**src/rtl/periph_pkg.sv**
```systemverilog
`default_nettype none

package periph_pkg;

  // bus widths
  localparam int ADDR_W = 32;
  localparam int DATA_W = 32;
  localparam int BE_W   = 4;

  // region codes at address[31:16]
  localparam logic [15:0] REGION_SRAM = 16'h0200;
  localparam logic [15:0] REGION_IRQ  = 16'h0202;
  localparam logic [15:0] REGION_KEYB = 16'h0207;

  // interrupt sources and their bit positions
  localparam int IRQ_W     = 3;
  localparam int IRQ_TIMER = 0;
  localparam int IRQ_UART  = 1;
  localparam int IRQ_KEYB  = 2;

  // start + 8 data + parity without the stop bit
  localparam int KB_FRAME_W = 10;

  // one bus cycle from the master
  typedef struct packed {
    logic [ADDR_W-1:0] address;
    logic              read;
    logic              write;
    logic [DATA_W-1:0] writedata;
    logic [BE_W-1:0]   byteenable;
  } bus_req_t;

  // slave answer
  typedef struct packed {
    logic [DATA_W-1:0] readdata;
    logic              waitrequest;
  } bus_rsp_t;

  typedef enum logic [15:0] {
    region_sram = REGION_SRAM,
    region_irq  = REGION_IRQ,
    region_keyb = REGION_KEYB,
    region_none = 16'hFFFF   // anything not mapped
  } region_e;

endpackage

`default_nettype wire
```
**src/rtl/bus_readback.sv**
```systemverilog
`timescale 1ns/1ps
`default_nettype none

module bus_readback
  import periph_pkg::*;
(
  input  wire bus_req_t        bus_req,
  input  wire bus_rsp_t        sram_rsp,
  input  wire [KB_FRAME_W:0]   kb_word,
  input  wire [IRQ_W-1:0]      irq_status,
  output bus_rsp_t             bus_rsp
);

  region_e region;

  // region decode on the upper half of the address
  always_comb begin
    case (bus_req.address[31:16])
      REGION_SRAM: region = region_sram;
      REGION_IRQ:  region = region_irq;
      REGION_KEYB: region = region_keyb;
      default:     region = region_none;
    endcase
  end

  always_comb begin
    bus_rsp.readdata    = '0;
    bus_rsp.waitrequest = 1'b0;   // only the SRAM ever stalls
    case (region)
      region_sram: begin
        bus_rsp.readdata    = sram_rsp.readdata;
        bus_rsp.waitrequest = sram_rsp.waitrequest;
      end
      region_irq: begin
        bus_rsp.readdata = {{(DATA_W-IRQ_W){1'b0}}, irq_status};
      end
      region_keyb: begin
        // valid flag sits above the frame
        bus_rsp.readdata = {{(DATA_W-KB_FRAME_W-1){1'b0}}, kb_word};
      end
      default: begin
        bus_rsp.readdata    = '0;   // unmapped reads as zero
        bus_rsp.waitrequest = 1'b0;
      end
    endcase
  end

endmodule

`default_nettype wire

```
**config.mk**
```make
export PLATFORM = sky130hd
export DESIGN_NAME = bus_readback
export DESIGN_NICKNAME = d
export VERILOG_FILES = /design/src/rtl/periph_pkg.sv /design/src/rtl/bus_readback.sv
export SDC_FILE = /design/constraint.sdc
export NUM_CORES = 1
export LEC_CHECK = 0
export ABC_AREA = 1
export BUFFER_PORTS_ARGS = -buffer_cell sky130_fd_sc_hd__buf_2
export CAP_MARGIN = 20
export CORE_AREA = 2 2 57 59
export DETAILED_ROUTE_END_ITERATION = 6
export DIE_AREA = 0 0 59 61
export GPL_ROUTABILITY_DRIVEN = 0
export PLACE_DENSITY_LB_ADDON = 0.12
export SYNTH_ARGS = -nofsm -noshare
export SYNTH_HDL_FRONTEND = slang
export SYNTH_SLANG_ARGS = --single-unit
```
**constraint.sdc**
```tcl
create_clock -name vclk -period 2.55
set_clock_uncertainty 0.2 [all_clocks]
set_input_delay 0.1275 -clock vclk [all_inputs]
set_output_delay 0.1275 -clock vclk [all_outputs]
set_load 0.05 [all_outputs]
```
; After elaboration in Yosys (flattened, before gate mapping)
; Index checks and enable logic that the tools add are counted.
[classes]
n_eq_ne = 6
muxes = 3
[op_table]
columns = op, n
row1 = "16-bit by 10-bit equality test with 1-bit output, second input constant", 6
row2 = 32-bit one-hot mux with 3 select lines, 1
row3 = 16-bit one-hot mux with 3 select lines, 1
row4 = 1-bit two-way mux, 1
[totals]
reg_bits = 0
inputBits = 117
output_inout_bits = 33
wordCells = 9

; Longest topological paths before layout
[logic_depth]
word_depth = 4
mapped_depth = 7
depth_no_buf = 6

; Worst setup path before layout
; OpenSTA, ideal clock, no wires.
[synth_path]
kind = input to output
startpoint = in bus_req[69] in the netlist's numbering
endpoint = out bus_rsp[12] in the netlist's numbering
arrival_time_ps = 1364
t_required_ps = 2223
setup_slack_ps = 859
path_stages = 6
n_path_buf = 1
path_cell_list = nor2_1 nand2_1 nor2_4 nand2_4 buf_6 nor2_1
[synth_lines]
columns = item, line
row1 = "start, declared", bus_readback.sv:7  ; input wire bus_req_t bus_req,
row2 = "end, declared", bus_readback.sv:11  ; output bus_rsp_t bus_rsp

==> metrics.md <==
| Metric | Value |
|---|---|
| Status | complete, no violations |
| All-Layer GR Usage | 8.157% |
| Clock Buffer Count | 0 |
| Syn_area_per_cell | 4.823 um^2 |
| Post-route ant nets | 0 |
| Design area | 1003 um^2 |
| Std-Cell Rows | 20 |
| Mux share of post-synthesis cell area | 0% |
| PortBufs | 96 |
| Setup TNS | 0 ps |
| Initial core utilization | 17.97% |
| Post-CTS Setup Inserts | 0 |
| Initial antenna violation count | 0 |
| CP Class | primary input to output port |
| Clock power share | 0% |
| N_diodes | 0 |
| Final min period | 1876 ps |
| Routed len/inst | 7.786 um |
| Final setup violation count | 0 |
| Net Sw Frac | 38.14% |
| Synth Area in XOR/XNOR | 0% |
| End-of-flow core utilization | 33.98% |
| # DRC | 0 |
| Max Fclk | 0.5330 GHz |
| Synth Area in Compound Gates | 0% |
| Post-Synth Adder-Cell Area | 0% |
| Post-Synthesis Cell Area | 530.5 um^2 |
| Switching power | 0.02398 mW |
| Critical path required time | 2220 ps |
| Crit. End Element | output port |
| Vias in the first global route | 729 |
| Hold WS | 417.7 ps |
| Num ports | 150 |
| Leak pwr | 0.7499 nW |
| Synthesized instance count | 110 |
| Vias | 946 |
| Area after DPL | 1003 um^2 |
| Synth Area in Simple Gates | 71.70% |
| First-pass GRT wire length | 2490 um |
| Placed cell count | 234 |
| Die width | 59 um |
| Setup crit end | bus_rsp[1] |
| Most frequent cells in the layout | buf_2 (96), nand3_1 (29), inv_1 (25) |
| Worst VDD drop | 0.00003322 V |
| Final net count | 320 |
| Crit path max fanout | 11 |
| 1st-pass router iterations | 2 |
| Worst Hold Class | primary input to output port |
| Worst Tran Pin Value | 721.2 ps |
| Total area of sequential cells | 0 um^2 |
| Worst setup path startpoint | bus_req[59] |
| Final period util | 73.57% |
| Cell variety after synth | 9 |
| Area Overhead vs Synth | 89.15% |
| Num sequential | 0 |
| Post-DP HPWL | 1603 um |
| Die ar. | 3599 um^2 |
| Resized cells post-CTS | 0 |
| PD cells | 62.66 nW/um^2 |
| Synth Net Count | 227 |
| Max-cap violations | 0 |
| RSZ-0062 raised after global routing | false |
| Initial drt markers | 21 |
| Largest net degree at the start of global routing | 26 |
| Core Box Area | 2953 um^2 |
| Fin. max-slew vios | 0 |
| Commonest non-fill, non-tap cell in the layout | buf_2 |
| Die H | 61 um |
| Seq pwr share | 0% |
| Total grt overflow | 0 |
| Crit path DAT | 1550 ps |
| Register area share after synthesis | 0% |
| Detailed Route WL | 1822 um |
| Startpoint Class | primary input |
| Pint | 0.03889 mW |
| CTS Hold Bufs | 0 |
| Power share of the combinational group | 100.0% |
| Synth warn | 0 |
| Via-to-Cell Ratio | 4.043 |
| Fill count | 322 |
| Slew margin rel. | 51.75% |
| Area of the multi-input gates | 380.4 um^2 |
| Largest family of logic cells by synthesized area | simple AND/OR/NAND/NOR gates |
| Final cell count without fillers | 234 |
| Layout cells sized above 1 | 54.73% |
| Final Hold Violating Endpoints | 0 |
critical path, cell delays in order:
cell and delay [ps]:
buf_2 90, nor2_1 90, nand2_1 120, nor2_1 590, nand3_1 140, nand3_1 120
buf_2 260
logic make-up after synthesis:
kind of cell,after synthesis
buffers and inverters,31
and+or+nand+nor,79
per-layer routing:
layer | part of all wire, % | global-route usage [%]
met2 | 43 | 17.78
met1 | 41 | 8.470
met4 | 0 | 0
met3 | 17 | 1.279
met5 | 0 | 0
power by group through the flow:
stage / Clock [mW] / Combinational [mW] / Sequential (mW)
after floorplan: 0 / 0.0158 / 0
after global placement: 0 / 0.0618 / 0
after detailed placement: 0 / 0.0632 / 0
after CTS: 0 / 0.0636 / 0
after global routing: 0 / 0.0706 / 0
final: 0 / 0.0629 / 0
final cells by class:
type / instances / share of cell area [%]
timing repair buffer: 97 / 48.63
inverter: 25 / 9.352
tap: 33 / 4.115
multi-input combinational: 79 / 37.91
stage by stage:
step                worst slack (ps)  power (mW)
floorplan                      858.6     0.01576
global placement               671.8     0.06181
detailed placement             645.7     0.06322
CTS                            647.4     0.06358
global route                   513.7     0.07058
finish                         673.9     0.06287
cells in the mapped netlist:
cell / number / share of area [%]
nor2_1: 23 / 16
buf_4: 3 / 4.2
buf_6: 3 / 6.4
nand2_4: 1 / 2.1
inv_1: 25 / 18
nor2_4: 2 / 4.2
nor2_2: 10 / 12
nand2_1: 14 / 9.9
nand3_1: 29 / 27
worst min path at each step:
stage	startpoint	endpoint	slack, ps	cells after the start
floorplan	sram_rsp[19]	bus_rsp[19]	210	2
global placement	sram_rsp[0]	bus_rsp[0]	420	4
detailed placement	sram_rsp[14]	bus_rsp[14]	420	4
CTS	sram_rsp[31]	bus_rsp[31]	420	4
global route	sram_rsp[32]	bus_rsp[32]	430	4
finish	sram_rsp[28]	bus_rsp[28]	420	4
(Power assumes the default switching activity.)
