===== src/rtl/periph_pkg.sv =====
`default_nettype none

package periph_pkg;

  // bus widths
  localparam int ADDR_W = 32;
  localparam int DATA_W = 32;
  localparam int BE_W   = 4;

  // region codes at address[31:16]
  localparam logic [15:0] REGION_SRAM = 16'h0200;
  localparam logic [15:0] REGION_IRQ  = 16'h0202;
  localparam logic [15:0] REGION_KEYB = 16'h0207;

  // interrupt sources and their bit positions
  localparam int IRQ_W     = 3;
  localparam int IRQ_TIMER = 0;
  localparam int IRQ_UART  = 1;
  localparam int IRQ_KEYB  = 2;

  // start + 8 data + parity without the stop bit
  localparam int KB_FRAME_W = 10;

  // one bus cycle from the master
  typedef struct packed {
    logic [ADDR_W-1:0] address;
    logic              read;
    logic              write;
    logic [DATA_W-1:0] writedata;
    logic [BE_W-1:0]   byteenable;
  } bus_req_t;

  // slave answer
  typedef struct packed {
    logic [DATA_W-1:0] readdata;
    logic              waitrequest;
  } bus_rsp_t;

  typedef enum logic [15:0] {
    region_sram = REGION_SRAM,
    region_irq  = REGION_IRQ,
    region_keyb = REGION_KEYB,
    region_none = 16'hFFFF   // anything not mapped
  } region_e;

endpackage

`default_nettype wire

===== src/rtl/irq_controller.sv =====
`timescale 1ns/1ps
`default_nettype none

module irq_controller
  import periph_pkg::*;
(
  input  wire               clk,
  input  wire               reset_n,
  input  wire bus_req_t     bus_req,
  input  wire [IRQ_W-1:0]   irq_src,
  output logic [IRQ_W-1:0]  irq_status,
  output logic              irq
);

  logic [IRQ_W-1:0] src_q;      // sources registered once
  logic [IRQ_W-1:0] src_d;
  logic [IRQ_W-1:0] src_rise;
  logic [IRQ_W-1:0] pending;
  logic [IRQ_W-1:0] clr_mask;
  logic             clr_wr;

  assign src_rise = src_q & ~src_d;

  // write-one-to-clear at word offset 0
  assign clr_wr   = (bus_req.address[31:16] == REGION_IRQ) && bus_req.write
                    && (bus_req.address[15:2] == '0);
  assign clr_mask = clr_wr ? bus_req.writedata[IRQ_W-1:0] : '0;

  always_ff @(posedge clk or negedge reset_n) begin
    if (!reset_n) begin
      src_q   <= '0;
      src_d   <= '0;
      pending <= '0;
    end else begin
      src_q   <= irq_src;
      src_d   <= src_q;
      pending <= (pending & ~clr_mask) | src_rise;   // new edge beats a clear
    end
  end

  assign irq_status = pending;
  assign irq        = |pending;

endmodule

`default_nettype wire


===== config.mk =====
export PLATFORM = sky130hd
export DESIGN_NAME = irq_controller
export DESIGN_NICKNAME = d
export VERILOG_FILES = /design/src/rtl/periph_pkg.sv /design/src/rtl/irq_controller.sv
export SDC_FILE = /design/constraint.sdc
export NUM_CORES = 1
export LEC_CHECK = 0
export BUFFER_PORTS_ARGS = -buffer_cell sky130_fd_sc_hd__buf_2
export CAP_MARGIN = 15
export CORE_UTILIZATION = 21
export DETAILED_ROUTE_END_ITERATION = 6
export GPL_TIMING_DRIVEN = 0
export HOLD_SLACK_MARGIN = 0.15
export PLACE_DENSITY = 0.74
export SLEW_MARGIN = 0
export SYNTH_ARGS = -nofsm -noshare
export SYNTH_HDL_FRONTEND = slang
export SYNTH_SLANG_ARGS = --single-unit

===== constraint.sdc =====
create_clock -name clk -period 1 [get_ports clk]
set_clock_uncertainty 0.05 [all_clocks]
set_input_delay 0.1 -clock clk [delete_from_list [all_inputs] [get_ports clk]]
set_output_delay 0.1 -clock clk [all_outputs]
set_load 0.005 [all_outputs]

Yosys cells after proc, flatten, opt, wreduce, memory -nomap -nowiden

Cells that the tools add are included.

Bits of input ports: 75
Flip-flop bits (word level): 9
Output and inout port bits: 4
Word-level logic and storage cells: 14

Muxes and demuxes: 1
Bitwise logic cells: 5
Equal/unequal tests: 1
Reduce and logical (&&, ||, !) cells: 4

Operator list:

| operator             | count |
|---|---|
| $eq 16x10->1 const B | 1 |
| $logic_not 14->1     | 1 |
| $and 3x3->3          | 2 |
| $not 3->3            | 2 |
| $mux 3               | 1 |
| $or 3x3->3           | 1 |
| $reduce_or 3->1      | 1 |
| $logic_and 1x1->1    | 2 |

Depth between registers and ports, before layout

Gate-level depths: netlist (run 1).

Depth in word-level cells: 7
Gate-level depth with buffers: 4
Depth with buffers taken out: 4

Worst setup path after synthesis (run 1)

OpenSTA, ideal clock, no wires.

Path kind: input to register
From: in bus_req[59] (netlist bit)
To: reg pending[2] (netlist: irq_status[2])
Cell stages on the path: 4
Library setup time: 0.126 ns
Data required time: 0.824 ns
Path slack: -0.311 ns
Data arrival time: 1.135 ns
Path buffers: 0
Path through: nor4_1 nand4_1 or3_1 a221o_1

Cells in the longest elaborated chain, start to end: 7

RTL lines:

| item                 | RTL line             | RTL |
|---|---|---|
| from (decl)          | irq_controller.sv:9  | `input wire bus_req_t bus_req,` |
| $eq 16x10->1         | irq_controller.sv:25 | `assign clr_wr = (bus_req.address[31:16] == REGION_IRQ) && bus_req.write` |
| $logic_and 1x1->1    | irq_controller.sv:25 |  |
| $logic_and 1x1->1    | irq_controller.sv:26 | `&& (bus_req.address[15:2] == '0);` |
| $mux 3               | irq_controller.sv:27 | `assign clr_mask = clr_wr ? bus_req.writedata[IRQ_W-1:0] : '0;` |
| $not 3->3            | irq_controller.sv:37 | `pending <= (pending & ~clr_mask) \| src_rise;` |
| $and 3x3->3          | irq_controller.sv:37 |  |
| $or 3x3->3           | irq_controller.sv:37 |  |
| to (signal assigned) | irq_controller.sv:37 |  |
| to (decl)            | irq_controller.sv:18 | `logic [IRQ_W-1:0] pending;` |

No other way between the ends.

Worst setup path after layout (run 1)

From: reg pending[0] (netlist: irq_status[0])
To: out irq

Cells in the longest elaborated chain, start to end: 1

RTL lines:

| item            | RTL line             | RTL |
|---|---|---|
| $reduce_or 3->1 | irq_controller.sv:42 | `assign irq = \|pending;` |
| to (decl)       | irq_controller.sv:12 | `output logic irq` |

No other way between the ends.

==> impl_metrics.py, run 1 <==
metrics = {
    "floorplanning": {
        "initial_core_util": 0.237,
        "fp.dieArea_sq_mm": 0.00197,
        "die_w_microns": 44.4,
        "die_y_microns": 44.4,
        "ios": 79,
        "std_cell_rows": 14,
        "core_area_sq_mm": 0.00159,
    },
    "worst_setup_path": {
        "worst_setup_path_start_kind": "flip-flop",
        "cp.buffers_inverters": 1,
        "crit_family": "flip-flops",
        "arrival_ns": 1.12,
        "crit_required_ns": 0.85,
        "worstPathMaxFanout": 2,
        "crit_type": "flip-flop to output port",
        "cp_slowest_cell": "dfrtp_1",
        "slowest_delay_ns": 0.38,
        "cp-end-kind": "output port",
        "crit_chain": "or3_1 > buf_2",
    },
    "route": {
        "post_drt_wl_per_cell_microns": 10.9,
        "ant_nets": 0,
        "wirelength_microns": 1200,
        "firstDrtPassIters": 2,
        "drt_iter0_markers": 1,
        "vias": 481,
        "drc": 0,
        "vias_per_cell": 4.37,
    },
    "clock_network": {
        "clock_path_buffers": 2,
        "cts_buffers": 3,
        "cts_root_buf": "clkbuf_4",
        "path_clk_slew_ns": 0.06,
        "clk_latency_ns": 0.25,
        "cts_tree": "built",
        "cts.sinks": 9,
        "h-tree-depth": 1,
    },
    "sta": {
        "rsz0062_at_grt": "yes",
        "finalSetupViolCount": 6,
        "post-route-period-util": 1.27,
        "relSlewSlack": 0.845,
        "finalWorstSetupSlack_ns": -0.268,
        "fmax_ghz": 0.789,
        "whs_ns": 0.149,
        "min_period_ns": 1.27,
        "drv_slew": 0,
        "tightest_slew_ns": 0.231,
        "finalHoldViolCount": 0,
    },
    "layout": {
        "drive_above_1_share": 0.640,
        "layout_common_cells": "buf_2 (34), buf_6 (9), dfrtp_1 (9)",
        "final_nets": 162,
        "fin_area_sq_um": 855,
        "final_common_cell": "buf_2",
        "num-fill-cells": 156,
        "final_core_util": 0.536,
        "diodes": 0,
        "synthToLayoutAreaGrowth_pct": 126,
    },
    "power": {
        "power.total_mw": 0.812,
        "vdd_drop_max_v": 0.000640,
        "p_leak_nw": 0.381,
        "p_per_area_mw_per_mm2": 950,
    },
    "yosys": {
        "synthDistinctLibCells": 11,
        "synth_area_sq_um": 378,
        "avgSynthCellArea_sq_um": 12.2,
        "ys_warn_count": 0,
        "synth_top_area_share": 0.596,
        "seq_area_frac_synth": 0.596,
        "synth.area.top_cells": "dfrtp_1 (60%), nor4_1 (8.3%), a221o_1 (7.9%)",
        "synth-seq-cells": 9,
        "syn_nets": 106,
        "synth_top_area_cell": "dfrtp_1",
        "synthCells": 31,
    },
    "place": {
        "place_hpwl_microns": 878,
        "portBuffers": 42,
        "place.gp.congestion": 0.719,
        "placed_area_sq_um": 636,
    },
    "grt": {
        "grt_remaining_overflow": 0,
        "grt_usage": 0.141,
        "antenna_found_initial": 0,
        "grt_pass1_wl_microns": 2020,
        "first_global_vias": 556,
        "grt_max_degree": 10,
    },
    "outcome": {
        "violations": "setup timing",
        "status": "complete, but fails checks",
    },
    "min_path": {
        "hold_class": "input port to flip-flop",
    },
    "flow_run": {
        "maxCapViolations": 0,
    },
}
==> layer usage <==
| metal | vias up | track usage | share of wire |
|---|---|---|---|
| li1 | 229 | - | - |
| met1 | 220 | 0.133 | 0.37 |
| met2 | 32 | 0.279 | 0.55 |
| met3 | 0 | 0.0612 | 0.083 |
| met4 | 0 | 0.0242 | 0 |
| met5 | - | 0 | 0 |
==> synth_stat cells <==
| cell | instances |
|---|---|
| or3_1 | 2 |
| inv_1 | 3 |
| nand2_1 | 1 |
| nor2b_1 | 3 |
| nor4_1 | 5 |
| nand4_1 | 1 |
| nand3_1 | 1 |
| nor2_1 | 1 |
| a221o_1 | 3 |
| dfrtp_1 | 9 |
| nor4b_2 | 2 |
==> worst paths after layout <==
path                                               from                       to  slack, ns  depth (start not counted)
worst min register to register       src_q[2]$_DFF_PN0_       src_d[2]$_DFF_PN0_       0.33                          0
worst min-delay path                         bus_req[4]  irq_status[0]$_DFF_PN0_       0.15                          3
max in group asynchronous                       reset_n       src_q[1]$_DFF_PN0_       0.55                          2
worst max-delay path            irq_status[0]$_DFF_PN0_                      irq      -0.27                          2
worst max register to register  irq_status[1]$_DFF_PN0_  irq_status[1]$_DFF_PN0_      -0.15                          4
min in group asynchronous                       reset_n  irq_status[2]$_DFF_PN0_       0.18                          2
==> what timing repair did <==
item,in CTS,in global routing
gates resized for setup,9,7
hold endpoints to repair,14,0
pin swaps,3,5
setup buffers,2,2
hold buffers,6,0
setup endpoints to repair,4,6
==> per-stage QoR <==
stage               setup WS (ns)  instances  TNS, ns
finish                     -0.268        110   -0.971
global route               -0.320        110    -1.22
CTS                        -0.265        109   -0.901
detailed placement         -0.495         97    -1.50
global placement           -0.480         97    -1.45
floorplan                  -0.280         31   -0.841
==> power breakdown <==
part / total [mW] / switching [mW] / leakage (nW) / internal [mW]
clock: 0.274 / 0.120 / 0.0150 / 0.153
combinational: 0.157 / 0.0584 / 0.270 / 0.0984
sequential: 0.381 / 0.00476 / 0.0962 / 0.376
==> state kept, by name (all words and copies together), names as in the netlist <==
register,count
src_q,3
irq_status,3
src_d,3
==> worst register-to-register path, delay by kind of cell (launching register included) <==
kind,cells,cell delay (ns)
flip-flops,1,0.38
AO/OA/AOI/OAI,1,0.25
buffers and inverters,2,0.24
AND/OR/NAND/NOR,1,0.12
==> kinds of logic (layout without fill, tap and decap cells) <==
kind of cell | Yosys count | count (layout) | share of synthesized area
simple gates | 16 | 16 | 0.295
flops | 9 | 9 | 0.596
buf+inv | 3 | 58 | 0.0298
compound gates | 3 | 3 | 0.0795
==> final cells by class <==
cell class	instances	area [sq um]	area share
inverter	3	11.3	0.0132
sequential	9	225	0.264
timing repair buffer	51	347	0.406
multi-input combinational	19	215	0.252
clock buffer	4	26.3	0.0307
tap	24	30.0	0.0351
No activity file was read; power rests on OpenSTA's default activity.
==> inputs of run 2 (changes only) <==
Settings changed: ABC_AREA set to 1, CORE_UTILIZATION 21 to 22.
==> run 2 against run 1 <==
Net effect:
- the run still ends with setup timing left
- largest power group unchanged
- wire length decreased by 14%
- critical endpoint unchanged
- synthesized cell count increased by 87%
- cell count increased by 25%
- via count increased by 8.5%
- hold slack improved by 0.039 ns
- highest routed layer unchanged
- flip-flop and latch count unchanged
- critical path depth unchanged
- combinational power decreased by 22%
- core utilization decreased by 10 points
- non-clock buffer count decreased by 1
- total power decreased by 6.2%
- global-route usage decreased by 3.2 points
==> impl_metrics.py, run 2 <==
metrics = {
    "clock_network": {
        "h-tree-depth": 1,
        "clk_latency_ns": 0.25,
        "cts_root_buf": "clkbuf_4",
        "path_clk_slew_ns": 0.05,
        "cts.sinks": 9,
        "clock_path_buffers": 2,
        "post_cts_resized": 0,
        "cts_tree": "built",
        "cts_buffers": 3,
    },
    "layout": {
        "final_nets": 188,
        "layout_common_cells": "buf_2 (42), nand2_1 (21), nor2_1 (18)",
        "synthToLayoutAreaGrowth_pct": 83.1,
        "drive_above_1_share": 0.420,
        "final_core_util": 0.436,
        "regArea_sq_um": 225,
        "num-fill-cells": 182,
        "diodes": 0,
        "fin_area_sq_um": 761,
        "final_cells": 137,
        "multiInputGateArea_sq_um": 164,
        "final_common_cell": "buf_2",
    },
    "yosys": {
        "ys_async_sr_fraction": 1.00,
        "ys.flop_type": "dfrtp_1",
        "synth-seq-cells": 9,
        "synth_area_sq_um": 415,
        "post-synth-top-count-cell": "nand2_1",
        "synth.area.top_cells": "dfrtp_1 (54%), nand2_1 (19%), nor2_1 (16%)",
        "synthDistinctLibCells": 7,
        "synth_edf_count": 0,
        "seq_area_frac_synth": 0.542,
        "ys_warn_count": 0,
        "synth_top_area_share": 0.542,
        "synth_top_area_cell": "dfrtp_1",
        "synthCells": 58,
        "synth_commonest_cells": "nand2_1 (21), nor2_1 (18), dfrtp_1 (9)",
        "avgSynthCellArea_sq_um": 7.16,
        "syn_nets": 133,
    },
    "outcome": {
        "status": "complete, but fails checks",
        "violations": "setup timing",
    },
    "place": {
        "placed_area_sq_um": 657,
        "dp_cells": 125,
        "place_hpwl_microns": 812,
        "place.gp.congestion": 0.601,
        "portBuffers": 42,
    },
    "sta": {
        "finalHoldViolCount": 0,
        "finalWorstSetupSlack_ns": -0.260,
        "finalSetupViolCount": 2,
        "fmax_ghz": 0.794,
        "drv_slew": 0,
        "setup_tns_ns": -0.275,
        "whs_ns": 0.188,
        "rsz0062_at_grt": "yes",
        "min_period_ns": 1.26,
        "relSlewSlack": 0.873,
        "post-route-period-util": 1.26,
        "tightest_slew_ns": 0.190,
    },
    "grt": {
        "grt_pass1_wl_microns": 1590,
        "grt_max_degree": 10,
        "first_global_vias": 469,
        "grt_remaining_overflow": 0,
        "grt_usage": 0.109,
        "antenna_found_initial": 0,
    },
    "route": {
        "wirelength_microns": 1040,
        "vias_per_cell": 3.81,
        "ant_nets": 0,
        "post_drt_wl_per_cell_microns": 7.57,
        "vias": 522,
        "drc": 0,
        "drt_iter0_markers": 2,
        "firstDrtPassIters": 2,
    },
    "floorplanning": {
        "die_y_microns": 45.5,
        "std_cell_rows": 15,
        "initial_core_util": 0.238,
        "fp.dieArea_sq_mm": 0.00207,
        "core_area_sq_mm": 0.00175,
        "ios": 79,
        "die_w_microns": 45.5,
    },
    "power": {
        "power_frac_clock": 0.339,
        "internal_power_mw": 0.610,
        "switching_share": 0.199,
        "p_seq_frac": 0.500,
        "p_comb_frac": 0.161,
        "p_leak_nw": 0.408,
        "p_per_area_mw_per_mm2": 1000,
        "power_switching_mw": 0.151,
        "vdd_drop_max_v": 0.000759,
    },
    "worst_setup_path": {
        "arrival_ns": 1.11,
        "worst_setup_path_start_kind": "flip-flop",
        "worstPathMaxFanout": 2,
        "rrSetupSlack_ns": 0.25,
        "crit_type": "flip-flop to output port",
        "crit_required_ns": 0.85,
        "cp-end-kind": "output port",
    },
    "min_path": {
        "hold_class": "input port to async pin",
    },
    "flow_run": {
        "maxCapViolations": 0,
    },
}
[run 2: critical path: stages (launching register included)]
cell and delay (ns):
dfrtp_1 0.37, or3_1 0.36, buf_2 0.13
[run 2: power groups by stage]
stage               Combinational (mW)  Sequential, mW  Clock (mW)
global route                     0.140           0.382       0.295
CTS                              0.123           0.381       0.276
global placement                0.0990           0.387           0
detailed placement               0.103           0.387           0
finish                           0.123           0.381       0.258
floorplan                       0.0241           0.387           0
[run 2: path summary, 6_finish.rpt]
| path | depth (start not counted) | startpoint | end |
|---|---|---|---|
| max in group asynchronous | 2 | reset_n | src_d[1]$_DFF_PN0_ |
| worst max-delay path | 2 | irq_status[1]$_DFF_PN0_ | irq |
| worst min register to register | 0 | src_q[1]$_DFF_PN0_ | src_d[1]$_DFF_PN0_ |
| worst max register to register | 3 | irq_status[1]$_DFF_PN0_ | irq_status[1]$_DFF_PN0_ |
| worst min-delay path | 2 | reset_n | src_q[0]$_DFF_PN0_ |
| min in group clk | 9 | bus_req[59] | irq_status[0]$_DFF_PN0_ |
[run 2: stage by stage]
step / total power, mW / setup WS, ns
6_report: 0.761 / -0.260
5_1_grt: 0.817 / -0.313
4_1_cts: 0.780 / -0.286
3_5_place_dp: 0.490 / -0.0359
3_3_place_gp: 0.486 / -0.0288
2_1_floorplan: 0.411 / 0.0936
[run 2: layout make-up]
class | instances | share of cell area
Clock buffer | 4 | 0.0345
Multi-Input combinational cell | 42 | 0.215
Inverter | 7 | 0.0345
Sequential cell | 9 | 0.296
Timing Repair Buffer | 50 | 0.378
Tap cell | 25 | 0.0411
[run 2: logic make-up (layout without fill, tap and decap cells)]
group / after synthesis / after routing / share of synthesized area
simple gates: 42 / 42 / 0.395
buf+inv: 7 / 61 / 0.0633
flops: 9 / 9 / 0.542
[run 2: per-layer routing]
metal  vias to the layer above  track usage  wire length (microns)
li1                        279            -                      -
met1                       218       0.0875                    350
met2                        25        0.231                    593
met3                         0       0.0238                     94
met4                         0       0.0545                      0
met5                         -            0                      0
[run 2: repair_timing]
action                     in CTS  in global routing
hold buffers                    7                  0
hold endpoints to repair       15                  0
setup buffers                   1                  0
setup endpoints to repair       1                  2
==> inputs of run 3 (changes only) <==
Settings changed: PLACE_DENSITY 0.74 to unset, PLACE_DENSITY_LB_ADDON set to 0.08.
==> run 3 against run 2 <==
Net effect:
- the flow still finishes with violations (setup timing)
- critical path depth unchanged
- maximum frequency down 1.6%
- cell count stayed put
- wire length down 8.5%
- global-route usage fell by 1.9 points
- setup slack worse by 0.021 ns
- count of clock-buffer cells in the layout stayed put
- register-to-register slack worse by 0.02 ns
- cell area unchanged
- first-iteration DRC count grew 100%
- largest power group unchanged
==> impl_metrics.py, run 3 (synthesis results as in run 2) <==
metrics = {
    "outcome": {
        "status": "complete, but fails checks",
        "violations": "setup timing",
    },
    "grt": {
        "first_global_vias": 413,
        "grt_remaining_overflow": 0,
        "grt_max_degree": 10,
        "antenna_found_initial": 0,
        "grt_usage": 0.0896,
        "grt_pass1_wl_microns": 1330,
    },
    "layout": {
        "num-fill-cells": 192,
        "diodes": 0,
        "layout_common_cells": "buf_2 (42), nand2_1 (21), nor2_1 (18)",
        "final_cells": 137,
        "drive_above_1_share": 0.420,
        "final_core_util": 0.436,
        "final_nets": 188,
        "final_common_cell": "buf_2",
        "synthToLayoutAreaGrowth_pct": 83.1,
    },
    "route": {
        "drc": 0,
        "drt_iter0_markers": 4,
        "post_drt_wl_per_cell_microns": 6.93,
        "ant_nets": 0,
        "vias": 488,
        "wirelength_microns": 949,
        "firstDrtPassIters": 2,
        "vias_per_cell": 3.56,
    },
    "power": {
        "vdd_drop_max_v": 0.000887,
        "power.total_mw": 0.767,
        "p_per_area_mw_per_mm2": 1010,
        "p_leak_nw": 0.408,
    },
    "clock_network": {
        "path_clk_slew_ns": 0.06,
        "cts.sinks": 9,
        "clock_path_buffers": 2,
        "h-tree-depth": 1,
        "cts_tree": "built",
        "cts_buffers": 3,
        "clk_latency_ns": 0.25,
        "post_cts_resized": 0,
        "cts_root_buf": "clkbuf_4",
    },
    "sta": {
        "whs_ns": 0.170,
        "finalWorstSetupSlack_ns": -0.281,
        "finalSetupViolCount": 2,
        "tightest_slew_ns": 0.195,
        "drv_slew": 0,
        "finalHoldViolCount": 0,
        "setup_tns_ns": -0.305,
        "min_period_ns": 1.28,
        "fmax_ghz": 0.781,
        "post-route-period-util": 1.28,
        "rsz0062_at_grt": "yes",
        "relSlewSlack": 0.870,
    },
    "worst_setup_path": {
        "rrSetupSlack_ns": 0.23,
        "crit_type": "flip-flop to output port",
        "worstPathMaxFanout": 2,
        "crit_required_ns": 0.85,
        "worst_setup_path_start_kind": "flip-flop",
        "arrival_ns": 1.13,
        "cp-end-kind": "output port",
    },
    "place": {
        "portBuffers": 42,
        "dp_cells": 125,
        "place.gp.congestion": 0.613,
        "place_hpwl_microns": 741,
    },
    "floorplanning": {
        "die_y_microns": 45.5,
        "ios": 79,
        "fp.dieArea_sq_mm": 0.00207,
        "die_w_microns": 45.5,
        "initial_core_util": 0.238,
        "std_cell_rows": 15,
        "core_area_sq_mm": 0.00175,
    },
    "min_path": {
        "hold_class": "input port to async pin",
    },
    "flow_run": {
        "maxCapViolations": 0,
    },
}
run 3: cell counts in the layout (fill, tap and decap cells not counted):
No cell type changed its count.
run 3: power by group:
group	switching [mW]	total [mW]	leakage, nW	internal [mW]
Combinational	0.0412	0.122	0.297	0.0809
Clock	0.111	0.264	0.0150	0.153
Sequential	0.00427	0.381	0.0962	0.377
Total	0.157	0.767	0.408	0.610
run 3: final cells by class:
| type | instances | area [sq um] | share of cell area |
|---|---|---|---|
| flip-flops and latches | 9 | 225 | 0.296 |
| repair buffers | 50 | 288 | 0.378 |
| multi-input cells | 42 | 164 | 0.215 |
| inverters | 7 | 26.3 | 0.0345 |
| well taps | 25 | 31.3 | 0.0411 |
| clock buffers | 4 | 26.3 | 0.0345 |
run 3: per-stage QoR:
step                      instance area, sq um  worst slack [ns]
after floorplan                            415            0.0936
after global placement                     657          -0.00581
after detailed placement                   657           -0.0306
after CTS                                  761            -0.284
after global routing                       761            -0.337
final                                      761            -0.281
run 3: worst paths after layout:
path                                    startpoint                      end  depth (start not counted)
max                        irq_status[1]$_DFF_PN0_                      irq                          2
min                                        reset_n       src_q[1]$_DFF_PN0_                          2
max in group asynchronous                  reset_n  irq_status[0]$_DFF_PN0_                          2
min in group clk                       bus_req[58]  irq_status[2]$_DFF_PN0_                          9
min reg2reg                     src_q[0]$_DFF_PN0_       src_d[0]$_DFF_PN0_                          0
max reg2reg                irq_status[1]$_DFF_PN0_  irq_status[1]$_DFF_PN0_                          3
run 3: timing repair:
item | in CTS | in global routing
endpoints found under the hold margin | 15 | 0
endpoints found under the setup margin | 1 | 2
hold buffers | 7 | 0
buffers inserted | 1 | 0
run 3: critical path: stages (launching register included):
cell and delay (ns):
dfrtp_1 0.38, or3_1 0.37, buf_2 0.14
run 3: metal layers:
metal | vias up | global-route usage | wire (microns)
met5 | - | 0 | 0
met4 | 0 | 0.0545 | 0
met3 | 0 | 0.0159 | 102
met2 | 29 | 0.171 | 409
met1 | 181 | 0.0868 | 436
li1 | 278 | - | -
