**src/rtl/periph_pkg.sv**
```systemverilog
`default_nettype none

package periph_pkg;

  // bus widths
  localparam int ADDR_W = 32;
  localparam int DATA_W = 32;
  localparam int BE_W   = 4;

  // region codes at address[31:16]
  localparam logic [15:0] REGION_SRAM = 16'h0200;
  localparam logic [15:0] REGION_IRQ  = 16'h0202;
  localparam logic [15:0] REGION_KEYB = 16'h0207;

  // interrupt sources and their bit positions
  localparam int IRQ_W     = 3;
  localparam int IRQ_TIMER = 0;
  localparam int IRQ_UART  = 1;
  localparam int IRQ_KEYB  = 2;

  // start + 8 data + parity without the stop bit
  localparam int KB_FRAME_W = 10;

  // one bus cycle from the master
  typedef struct packed {
    logic [ADDR_W-1:0] address;
    logic              read;
    logic              write;
    logic [DATA_W-1:0] writedata;
    logic [BE_W-1:0]   byteenable;
  } bus_req_t;

  // slave answer
  typedef struct packed {
    logic [DATA_W-1:0] readdata;
    logic              waitrequest;
  } bus_rsp_t;

  typedef enum logic [15:0] {
    region_sram = REGION_SRAM,
    region_irq  = REGION_IRQ,
    region_keyb = REGION_KEYB,
    region_none = 16'hFFFF   // anything not mapped
  } region_e;

endpackage

`default_nettype wire
```
**src/rtl/ps2_keyboard_rx.sv**
```systemverilog
`timescale 1ns/1ps
`default_nettype none

module ps2_keyboard_rx
  import periph_pkg::*;
#(
  parameter int IDLE_LIMIT = 65535
) (
  input  wire                  clk,
  input  wire                  reset_n,
  input  wire bus_req_t        bus_req,
  input  wire                  key_clk,
  input  wire                  key_data,
  output logic [KB_FRAME_W:0]  kb_word,
  output logic                 kb_frame_done
);

  localparam int IDLE_W = $clog2(IDLE_LIMIT + 1);
  localparam int POS_W  = $clog2(KB_FRAME_W + 1);

  logic [1:0]            clk_sync;   // key_clk comes from off chip
  logic                  clk_prev;
  logic                  clk_rise;
  logic [IDLE_W-1:0]     idle_cnt;
  logic                  idle;
  logic [POS_W-1:0]      bitpos;
  logic                  last_bit;
  logic [KB_FRAME_W-1:0] frame_q;
  logic                  valid_q;
  logic                  done_q;
  logic                  kb_rd;

  assign clk_rise = clk_sync[1] && !clk_prev;
  assign idle     = (idle_cnt == IDLE_W'(IDLE_LIMIT));
  assign last_bit = (bitpos == POS_W'(KB_FRAME_W));   // stop bit edge
  assign kb_rd    = (bus_req.address[31:16] == REGION_KEYB) && bus_req.read;

  always_ff @(posedge clk or negedge reset_n) begin
    if (!reset_n) begin
      clk_sync <= 2'b11;   // line idles high
      clk_prev <= 1'b1;
      idle_cnt <= '0;
      bitpos   <= '0;
      valid_q  <= 1'b0;
      done_q   <= 1'b0;
    end else begin
      clk_sync <= {clk_sync[0], key_clk};
      clk_prev <= clk_sync[1];
      done_q   <= 1'b0;

      if (!idle) begin
        idle_cnt <= idle_cnt + 1'b1;   // saturates at the limit
      end

      // valid clears after the bus has seen it
      if (kb_rd) begin
        valid_q <= 1'b0;
      end

      if (clk_rise) begin
        idle_cnt <= '0;
        if (idle) begin
          bitpos <= POS_W'(1);   // stale partial frame dropped
        end else if (last_bit) begin
          bitpos  <= '0;
          valid_q <= 1'b1;
          done_q  <= 1'b1;
        end else begin
          bitpos <= bitpos + 1'b1;
        end
      end
    end
  end

  // frame bits with the start bit at bit 0
  always_ff @(posedge clk) begin
    if (clk_rise) begin
      if (idle) begin
        frame_q[0] <= key_data;
      end else if (!last_bit) begin
        frame_q[bitpos] <= key_data;
      end
    end
  end

  assign kb_word       = {valid_q, frame_q};
  assign kb_frame_done = done_q;

endmodule

`default_nettype wire

```
**config.mk**
```make
export PLATFORM = sky130hd
export DESIGN_NAME = ps2_keyboard_rx
export DESIGN_NICKNAME = d
export VERILOG_FILES = /design/src/rtl/periph_pkg.sv /design/src/rtl/ps2_keyboard_rx.sv
export SDC_FILE = /design/constraint.sdc
export NUM_CORES = 1
export LEC_CHECK = 0
export BUFFER_PORTS_ARGS = -buffer_cell sky130_fd_sc_hd__buf_2
export CORE_UTILIZATION = 50
export CTS_BUF_LIST = sky130_fd_sc_hd__clkbuf_4 sky130_fd_sc_hd__clkbuf_8
export DETAILED_ROUTE_END_ITERATION = 8
export PLACE_DENSITY = 0.94
export SETUP_SLACK_MARGIN = 0.15
export SYNTH_ARGS = -nofsm -noshare
export SYNTH_HDL_FRONTEND = slang
export SYNTH_SLANG_ARGS = --single-unit
```
**constraint.sdc**
```tcl
create_clock -name clk -period 3.2 [get_ports clk]
set_clock_uncertainty 0.15 [all_clocks]
set_input_delay 0.48 -clock clk [delete_from_list [all_inputs] [get_ports clk]]
set_output_delay 0.48 -clock clk [all_outputs]
set_load 0.02 [all_outputs]
```
Word-level counts from Yosys, hierarchy flattened
Index checks and enable logic that the tools add are counted.
Widths: inputs -> output; s select.

storage, ports and cells
  bits of input ports = 74
  bits in registers = 35

operators by class
  equality and inequality tests = 5
  bitwise logic cells = 2
  add/subtract/negate cells = 2
  reduce and logical (&&, ||, !) cells = 6
  multiplexer cells = 16
  order comparisons = 2

operator list
  kind                   count
  $mux 16                2
  $add 16x1->16 const B  1
  $eq 16x10->1 const B   1
  $eq 16x16->1 const B   1
  $bwmux 10              1
  $mux 1                 10
  $mux 4                 2
  $lt 4x5->1 const B     1
  $add 4x1->4 const B    1
  $demux 1 s4            1
  $eq 4x4->1 const B     1
  $ge 4x1->1 const B     1
  $ne 2x2->1 const B     2
  $logic_and 1x1->1      3
  $reduce_and 3->1       1
  $not 1->1              2
  $reduce_and 2->1       1
  $logic_not 1->1        1

Longest topological paths before layout
Gate-level depths: netlist of the first run.

  word-level depth = 7
  depth in mapped cells = 6
  gate-level depth less buffers = 5

Least setup slack after synthesis of the first run
OpenSTA, ideal clock, no wires.

  path kind = reg2reg
  start point = reg idle_cnt[0]
  end point = reg frame_q[1], enable pin
  required time = 2.808 ns
  arrival time = 1.621 ns
  slack = 1.186 ns
  buffers on the path = 1
  cell stages (with the launch flop) = 7
  cells stage by stage = dfrtp_1 ha_1 nand4_4 or4_1 buf_2 nand3_1 nor2_1

on the way
  word-level cells in the longest chain between the ends = 3

ends and longest elaborated chain
  element                          line                   source
  from (decl)                      ps2_keyboard_rx.sv:24  logic [IDLE_W-1:0] idle_cnt;
  from (signal assigned)           ps2_keyboard_rx.sv:52  idle_cnt <= idle_cnt + 1'b1;
  $eq 16x16->1                     ps2_keyboard_rx.sv:34  assign idle = (idle_cnt == IDLE_W'(IDLE_LIMIT));
  $not 1->1 (no line)              --
  $reduce_and 3->1 (no line)       --
  to (signal, indexed assignment)  ps2_keyboard_rx.sv:81  frame_q[bitpos] <= key_data;
  to (decl)                        ps2_keyboard_rx.sv:28  logic [KB_FRAME_W-1:0] frame_q;

No other way between the ends.
A chain may end at the register's enable or synchronous reset.

Worst setup path in the final report of the first run
Same ends and word-level chain as after synthesis.

==> results.sh, run 1 <==
export IMPL_status="completed"
export IMPL_slew_headroom_pct=63.7
export IMPL_startpoint="idle_cnt[0]"
export IMPL_clk_pin_slew_ns=0.10
export IMPL_syn_area_sq_mm=0.00166
export IMPL_synth_sequential_area_ratio_pct=55.9
export IMPL_antenna_found_initial=0
export IMPL_core_area_sq_mm=0.00310
export IMPL_setup_viol=0
export IMPL_tightest_slew_ns=0.544
export IMPL_drcViolationCount=0
export IMPL_grt_util_all_layers_pct=20.7
export IMPL_hpwlAfterDp_microns=2240
export IMPL_p_leak_nw=0.781
export IMPL_cts_tree="done"
export IMPL_yosysMostFrequentCell="dfrtp_1"
export IMPL_async_reset_ff_share_pct=71.4
export IMPL_rsz0062_at_grt="false"
export IMPL_fmax_ghz=0.432
export IMPL_peakVddDrop_uv=314
export IMPL_reg2reg_depth=5
export IMPL_start_util_pct=53.6
export IMPL_drv_slew=0
export IMPL_yosys_area_top_type_share_pct=33.1
export IMPL_num_vias=1362
export IMPL_area_growth_pct=16.1
export IMPL_cts_root_buf="clkbuf_4"
export IMPL_post_route_period_util_pct=72.4
export IMPL_clk_latency_ns=0.34
export IMPL_synth_ff_type="dfrtp_1"
export IMPL_yosys_area_top_type="dfrtp_1"
export IMPL_finalCriticalPeriod_ns=2.32
export IMPL_numCtsBuffers=5
export IMPL_cp_arrival_ns=2.27
export IMPL_fin_nets=268
export IMPL_die_area_sq_mm=0.00356
export IMPL_hold_start="key_clk"
export IMPL_ys_ff_latch=35
export IMPL_grt_overflow_total=0
export IMPL_gp_congestion=0.799
export IMPL_ys_top_cells_by_area="dfrtp_1, edfxtp_1, dfstp_2"
export IMPL_drt_initial_drc_count=33
export IMPL_port_buffers=32
export IMPL_clock_path_buffers=2
export IMPL_r2r_end="frame_q[1]"
export IMPL_ys_warn_count=0
export IMPL_rows=20
export IMPL_die_y_microns=59.7
export IMPL_maxCapViolCount=0
export IMPL_r2r_start="idle_cnt[0]"
export IMPL_vias_per_cell=5.72
export IMPL_endpoint_kind="flip-flop"
export IMPL_ant_nets=0
export IMPL_hold_class="input pin to flip-flop"
export IMPL_routedWlPerCell_microns=13.5
export IMPL_drive_gt1_share_pct=26.8
export IMPL_path_class="flip-flop to flip-flop"
export IMPL_synth_distinct_cells=43
export IMPL_avgSynthCellArea_sq_um=10.5
export IMPL_grt_pass1_wl_microns=5320
export IMPL_synth_edff_count=10
export IMPL_start_kind="flip-flop"
export IMPL_min_path_cells=1
export IMPL_p_total_uw=989
export IMPL_h_tree_depth=2
export IMPL_io_pins=86
export IMPL_critical_path_required_ns=3.16
export IMPL_grt_max_degree=26
export IMPL_drt_pass1_iterations=4
export IMPL_p_per_area_mw_per_mm2=512
export IMPL_hold_path_end="clk_sync[0]"
export IMPL_synth_common_cells="dfrtp_1, nor2_1, nor3_1"
export IMPL_grt_pass1_vias=1266
export IMPL_hold_viol=0
export IMPL_die_w_microns=59.7
export IMPL_crit_fanout=9
export IMPL_syn_nets=234
export IMPL_drt_total_wl_microns=3220
export IMPL_num_antenna_cells=0
export IMPL_post_synth_inst_count=159
export IMPL_cts_sinks=35
export IMPL_regToRegSetupSlack_ns=0.88
export IMPL_fin_tns_setup_ns=0
==> through the flow <==
step	hold slack [ns]	utilization [%]	instances	setup slack (ns)	instance area [sq um]
finish	0.0776	62.2	238	0.884	1930
global route	0.0616	62.2	238	0.785	1930
CTS	0.0683	62.2	238	0.902	1930
detailed placement	0.197	59.8	229	0.926	1860
global placement	0.196	59.8	229	0.925	1860
floorplan	0.0344	-	159	1.19	1660
==> area by class of cell <==
cell class / instances / area, sq um
Inverter: 2 / 7.51
Multi-Input combinational cell: 114 / 689
Clock buffer: 7 / 58.8
Sequential cell: 35 / 930
Fill cell: 288 / 1170
Timing Repair Buffer: 35 / 185
Clock inverter: 1 / 5.00
Tap cell: 44 / 55.1
==> worst max-delay path by stage <==
stage            endpoint
2_1_floorplan  frame_q[1]
3_3_place_gp   frame_q[4]
3_5_place_dp   frame_q[4]
4_1_cts        frame_q[4]
5_1_grt        frame_q[4]
6_report       frame_q[1]
==> cell families (layout without fill, tap and decap cells) <==
kind of cell    count (synthesis)  in the layout  synth area share (%)
simple gates                   74             74                  26.0
compound gates                 37             37                  13.6
flops                          35             35                  55.9
buf+inv                        10             45                  2.63
xor+xnor                        2              2                  1.05
fa+ha+maj                       1              1                 0.752
==> layer usage <==
layer / vias to the layer above / track usage, % / share of wire, %
met3: 4 / 7.14 / 8.4
met2: 55 / 36.7 / 49
li1: 674 / - / -
met1: 629 / 23.7 / 42
met5: - / 0 / 0
met4: 0 / 5.65 / 0.90
==> where the power goes <==
group | total, mW | switching (mW) | internal [mW]
clock network | 0.256 | 0.141 | 0.115
logic | 0.166 | 0.100 | 0.0656
registers | 0.567 | 0.0623 | 0.505
==> what timing repair did <==
item | 4_1_cts | 5_1_grt
hold buffers | 1 | 0
setup buffers | 0 | 0
endpoints found under the hold margin | 22 | 0
gates resized for setup | 0 | 0
==> layout by cell type (no fill, tap or decap), drive strengths merged <==
cell and n:
a21o 1, a21oi 11, a31oi 4, a41oi 1, and3 2, and4 3, buf 34, clkbuf 7
clkinv 1, dfrtp 22, dfstp 3, dlygate4sd3 1, edfxtp 10, ha 1, inv 2, nand2 7
nand2b 2, nand3 9, nand4 4, nand4b 1, nor2 18, nor2b 3, nor3 12, nor4 2
nor4b 2, o2111ai 1, o21ai 12, o311ai 2, o31ai 3, o41ai 2, or2 1, or3 2
or4 5, or4b 1, xnor2 1, xor2 1
==> critical path: stages (launching register included) <==
cell and delay [ns]:
dfrtp_1 0.40, ha_1 0.28, nand4_4 0.19, or4_1 0.77, nand3_1 0.20, nor2_1 0.08
==> sequential cells by signal, summed over array words and instances (netlist names) <==
name           cells
clk_sync           2
idle_cnt          16
valid_q            1
bitpos             4
kb_frame_done      1
clk_prev           1
frame_q           10
Note: power is estimated with default switching activity, not from simulation.
==> inputs of run 2 (changes only) <==
ABC_AREA = 1   (was not set)
CORE_UTILIZATION = 44   (was 50)
PLACE_DENSITY = 0.86   (was 0.94)
clock period = 2.1 ns   (was 3.2 ns; I/O delays follow)
==> run 2 against run 1 <==
- count of clock-buffer cells in the layout stayed put
- global-route usage is 1.1 points lower
- power is 70% higher
- via count is 19% higher
- synthesized area is 12% higher
- sequential power is 47% higher
- wire length is 14% higher
- die area is 27% higher
- core utilization is 8.0 points lower
- fmax is 24% higher
- critical path type unchanged
==> results.sh, run 2 <==
export IMPL_status="completed"
export IMPL_tightest_slew_ns=0.535
export IMPL_crit_buf_inv=2
export IMPL_clk_pin_slew_ns=0.07
export IMPL_cts_sinks=35
export IMPL_ys_warn_count=0
export IMPL_num_antenna_cells=0
export IMPL_synth_common_cells="nand2_1, nor2_1, inv_1"
export IMPL_post_synth_inst_count=239
export IMPL_yosys_area_share_adder_pct=0.671
export IMPL_start_util_pct=46.3
export IMPL_num_vias=1626
export IMPL_synth_sequential_area_ratio_pct=49.8
export IMPL_drt_initial_drc_count=91
export IMPL_ys_ff_latch=35
export IMPL_routedWlPerCell_microns=11.2
export IMPL_slew_headroom_pct=64.3
export IMPL_p_per_area_mw_per_mm2=770
export IMPL_yosysMostFrequentCell="nand2_1"
export IMPL_postCtsSetupBuffers=0
export IMPL_max_stage_delay_ns=0.41
export IMPL_sw_frac_of_total_pct=30.4
export IMPL_synth_edff_count=10
export IMPL_rsz0062_at_grt="false"
export IMPL_syn_area_sq_mm=0.00187
export IMPL_async_reset_ff_share_pct=71.4
export IMPL_grt_util_all_layers_pct=19.6
export IMPL_internal_power_mw=1.17
export IMPL_numCtsBuffers=5
export IMPL_start_kind="flip-flop"
export IMPL_synth_ff_type="dfrtp_1"
export IMPL_yosys_area_top_type_share_pct=29.5
export IMPL_largest_reg_flops=16
export IMPL_die_y_microns=67.1
export IMPL_fin_ws_ns=0.235
export IMPL_pwr_share_comb_pct=20.0
export IMPL_grt_pass1_wl_microns=6470
export IMPL_ys_top_cells_by_area="dfrtp_1, edfxtp_1, nand2_1"
export IMPL_synth_simple_gate_area_share_pct=36.8
export IMPL_top_regs="idle_cnt: 16 flops, frame_q: 10 flops, bitpos: 4 flops"
export IMPL_fin_nets=352
export IMPL_critical_path_required_ns=1.95
export IMPL_port_buffers=32
export IMPL_fmax_ghz=0.536
export IMPL_gp_congestion=0.801
export IMPL_vias_per_cell=4.96
export IMPL_clock_path_buffers=2
export IMPL_crit_path_top_delay_cell="dfrtp_1"
export IMPL_h_tree_depth=2
export IMPL_hold_class="input pin to flip-flop"
export IMPL_finalCriticalPeriod_ns=1.87
export IMPL_rows=23
export IMPL_endpoint_kind="flip-flop"
export IMPL_setup_viol=0
export IMPL_hpwlAfterDp_microns=2720
export IMPL_maxCapViolCount=0
export IMPL_p_sw_uw=512
export IMPL_synth_compound_area_share_pct=4.29
export IMPL_syn_nets=314
export IMPL_hold_viol=0
export IMPL_cts_hold_buf=2
export IMPL_postCtsResizedCells=0
export IMPL_dp_slack_ns=0.258
export IMPL_area_growth_pct=17.1
export IMPL_synth_xor_area_share_pct=0.469
export IMPL_p_seq_share_pct=49.7
export IMPL_die_w_microns=67.1
export IMPL_drive_gt1_share_pct=20.9
export IMPL_grt_max_degree=26
export IMPL_crit_fanout=7
export IMPL_drt_total_wl_microns=3670
export IMPL_grt_pass1_vias=1596
export IMPL_grt_overflow_total=0
export IMPL_avgSynthCellArea_sq_um=7.81
export IMPL_clk_latency_ns=0.29
export IMPL_antenna_found_initial=0
export IMPL_clockPowerShare_pct=30.3
export IMPL_die_area_sq_mm=0.00450
export IMPL_fin_util_pct=54.2
export IMPL_core_area_sq_mm=0.00403
export IMPL_synth_top_family_by_area="simple AND/OR/NAND/NOR gates"
export IMPL_p_leak_nw=1.14
export IMPL_place_area_sq_mm=0.00207
export IMPL_yosys_area_top_type="dfrtp_1"
export IMPL_cts_tree="done"
export IMPL_final_common_cell="nand2_1"
export IMPL_ant_nets=0
export IMPL_top_register="idle_cnt"
export IMPL_synth_mux_area_share_pct=0
export IMPL_post_route_period_util_pct=88.8
export IMPL_cp_arrival_ns=1.71
export IMPL_crit_chain="ha_1, inv_1, nor2_4, nand2_4, nor2_8, inv_2, nand3_2, nor2_1"
export IMPL_fin_tns_setup_ns=0
export IMPL_drcViolationCount=0
export IMPL_io_pins=86
export IMPL_final_area_sq_mm=0.00218
export IMPL_path_class="flip-flop to flip-flop"
export IMPL_cts_root_buf="clkbuf_8"
export IMPL_drv_slew=0
export IMPL_drt_pass1_iterations=5
export IMPL_critical_path_top_delay_family="simple AND/OR/NAND/NOR gates"
export IMPL_final_cell_mix="nand2_1, nor2_1, buf_2"
export IMPL_peakVddDrop_uv=316
export IMPL_synth_distinct_cells=29
==> run 2: changes by cell type in the layout (fill, tap and decap cells not counted), sizes merged, moves of 8 or more <==
cell   change
nand2     +67
nor3      -10
inv       +29
nand3     +20
a21oi      -8
nor2      +22
==> run 2: cell families (layout without fill, tap and decap cells) <==
logic type,count (synthesis),in the layout
compound gates,14,14
xor+xnor,1,1
fa+ha+maj,1,1
buf+inv,36,75
flops,35,35
simple gates,152,152
==> run 2: layout make-up <==
| type | count | area (sq um) |
|---|---|---|
| clock buffers | 7 | 90.1 |
| clock inverters | 1 | 3.75 |
| fillers | 364 | 1840 |
| inverters | 31 | 116 |
| multi-input cells | 168 | 787 |
| flip-flops and latches | 35 | 930 |
| well taps | 50 | 62.6 |
| repair buffers | 36 | 195 |
==> run 2: path summary, 6_finish.rpt <==
check | cells after the start | slack (ns) | start | end
max | 8 | 0.23 | idle_cnt[1] | frame_q[7]
max in group asynchronous | 2 | 1.05 | reset_n | clk_prev
min | 1 | 0.18 | key_data | frame_q[1]
max reg2reg | 8 | 0.23 | idle_cnt[1] | frame_q[7]
min in group asynchronous | 2 | 0.38 | reset_n | idle_cnt[9]
min reg2reg | 0 | 0.21 | clk_sync[0] | clk_sync[1]
==> run 2: through the flow <==
| stage | hold slack [ns] | std cells | power (mW) |
|---|---|---|---|
| 2_1_floorplan | -0.131 | 239 | 1.08 |
| 5_1_grt | 0.189 | 328 | 1.79 |
| 3_3_place_gp | 0.182 | 318 | 1.15 |
| 3_5_place_dp | 0.185 | 318 | 1.17 |
| 6_report | 0.179 | 328 | 1.68 |
| 4_1_cts | 0.175 | 328 | 1.69 |
==> run 2: layer usage <==
metal | part of all wire [%] | global-route usage (%) | up-vias
met5 | 0 | 0 | -
met4 | 2.5 | 10.9 | 0
met3 | 3.5 | 5.14 | 9
met2 | 52 | 35.4 | 39
met1 | 42 | 20.4 | 750
li1 | - | - | 828
==> run 2: power groups by stage <==
stage	sequential (mW)	combinational (mW)	clock [mW]
after floorplan	0.845	0.230	0
after global placement	0.843	0.307	0
after detailed placement	0.846	0.326	0
after CTS	0.835	0.337	0.521
after global routing	0.851	0.386	0.551
final	0.836	0.336	0.509
==> inputs of run 3 (changes only) <==
CORE_UTILIZATION = 40   (was 44)
PLACE_DENSITY = 0.8   (was 0.86)
==> run 3 against run 2 <==
- sequential share of layout area decreased by 0.17 points
- combinational power decreased by 4%
- sequential power about the same
- register-to-register slack better by 0.05 ns
- clock power is 15% higher
- wire length fell by 5.8%
- design area rose by 0.40%
- core utilization down 4.5 points
- count of clock-buffer cells in the layout down 2
- global-route usage decreased by 4.0 points
- power is 3.5% higher
- cell count grew 0.30%
- critical path type unchanged
- largest cell class unchanged
- largest power group unchanged
==> results.sh, run 3 (synthesized netlist as in run 2, its figures left out) <==
export IMPL_status="completed"
export IMPL_rsz0062_at_grt="false"
export IMPL_largest_reg_flops=16
export IMPL_drt_pass1_iterations=6
export IMPL_antenna_found_initial=0
export IMPL_cts_tree="done"
export IMPL_hpwlAfterDp_microns=2510
export IMPL_cp_arrival_ns=1.67
export IMPL_peakVddDrop_uv=228
export IMPL_fin_nets=351
export IMPL_postCtsResizedCells=0
export IMPL_grt_max_degree=26
export IMPL_crit_chain="ha_1, inv_1, nor2_4, nand2_4, nor2_8, inv_2, nand3_2, nor2_1"
export IMPL_drt_initial_drc_count=124
export IMPL_grt_pass1_wl_microns=6240
export IMPL_drt_total_wl_microns=3450
export IMPL_grt_overflow_total=0
export IMPL_crit_fanout=7
export IMPL_p_per_area_mw_per_mm2=794
export IMPL_crit_buf_inv=2
export IMPL_use_met3_pct=4.33
export IMPL_hold_class="input pin to flip-flop"
export IMPL_routedWlPerCell_microns=10.5
export IMPL_die_w_microns=70.3
export IMPL_final_common_cell="nand2_1"
export IMPL_clock_path_buffers=2
export IMPL_final_cell_mix="nand2_1, nor2_1, buf_2"
export IMPL_vias_per_cell=4.86
export IMPL_drv_slew=0
export IMPL_die_area_sq_mm=0.00494
export IMPL_cts_sinks=35
export IMPL_fmax_ghz=0.551
export IMPL_tightest_slew_ns=0.665
export IMPL_slew_headroom_pct=55.6
export IMPL_path_class="flip-flop to flip-flop"
export IMPL_port_buffers=32
export IMPL_drcViolationCount=0
export IMPL_clk_latency_ns=0.29
export IMPL_p_leak_nw=1.14
export IMPL_post_route_period_util_pct=86.4
export IMPL_h_tree_depth=2
export IMPL_critical_path_top_delay_family="simple AND/OR/NAND/NOR gates"
export IMPL_grt_use_met1_pct=17.5
export IMPL_numCtsBuffers=5
export IMPL_clk_pin_slew_ns=0.07
export IMPL_busiest_layer="met2"
export IMPL_grt_pass1_vias=1525
export IMPL_io_pins=86
export IMPL_start_kind="flip-flop"
export IMPL_endpoint_kind="flip-flop"
export IMPL_top_register="idle_cnt"
export IMPL_num_antenna_cells=0
export IMPL_grt_util_all_layers_pct=15.6
export IMPL_area_growth_pct=17.6
export IMPL_max_stage_delay_ns=0.40
export IMPL_gp_congestion=0.814
export IMPL_critical_path_required_ns=1.95
export IMPL_core_area_sq_mm=0.00441
export IMPL_finalCriticalPeriod_ns=1.81
export IMPL_drive_gt1_share_pct=20.6
export IMPL_hold_viol=0
export IMPL_cts_root_buf="clkbuf_8"
export IMPL_rows=24
export IMPL_grt_util_met2_pct=27.0
export IMPL_fin_tns_setup_ns=0
export IMPL_num_vias=1598
export IMPL_ant_nets=0
export IMPL_setup_viol=0
export IMPL_maxCapViolCount=0
export IMPL_start_util_pct=42.3
export IMPL_crit_path_top_delay_cell="dfrtp_1"
export IMPL_top_regs="idle_cnt: 16 flops, frame_q: 10 flops, bitpos: 4 flops"
export IMPL_p_total_mw=1.74
export IMPL_die_y_microns=70.3
## run 3: final cells by class
class                      count  area, sq um
fill                         430         2220
multi-input combinational    168          787
sequential                    35          930
inverter                      31          116
clock buffer                   5         68.8
clock inverter                 3         38.8
timing repair buffer          35          188
tap                           52         65.1
## run 3: layer usage
layer / routed length (microns) / vias up
met5: 0 / -
met4: 99 / 0
met3: 127 / 12
met2: 1710 / 32
met1: 1520 / 726
li1: - / 828
## run 3: where the power goes
part / switching [mW] / total [mW] / internal, mW
combinational: 0.203 / 0.321 / 0.118
sequential: 0.0603 / 0.834 / 0.773
clock: 0.239 / 0.586 / 0.347
## run 3: worst reg2reg max path, delay by kind of cell (launching register included)
| kind | cells | cell delay (ns) |
|---|---|---|
| adders and majority gates | 1 | 0.25 |
| buffers and inverters | 2 | 0.24 |
| and+or+nand+nor | 5 | 0.51 |
| DFF | 1 | 0.40 |
## run 3: per-stage QoR
stage                     instances  util, %  hold WS, ns  setup WS (ns)  cell area (sq um)
after floorplan                 239        -       -0.131          0.438               1870
after global placement          319     46.8        0.180          0.323               2070
after detailed placement        319     46.8        0.182          0.292               2070
after CTS                       329     49.7        0.164          0.283               2190
after global routing            329     49.7        0.167          0.177               2190
final                           329     49.7        0.163          0.285               2190
## run 3: worst paths after layout
check | slack [ns] | endpoint | from | cells after the start
min in group asynchronous | 0.40 | idle_cnt[7] | reset_n | 2
worst min register to register | 0.21 | clk_sync[1] | clk_sync[0] | 0
max in group asynchronous | 1.02 | clk_sync[1] | reset_n | 2
worst max-delay path | 0.29 | frame_q[7] | idle_cnt[0] | 8
worst max register to register | 0.29 | frame_q[7] | idle_cnt[0] | 8
worst min-delay path | 0.16 | frame_q[3] | key_data | 1
## run 3: repair_timing
action                                 4_1_cts  5_1_grt
endpoints found under the hold margin       23        0
hold buffers                                 2        0
setup buffers                                0        0
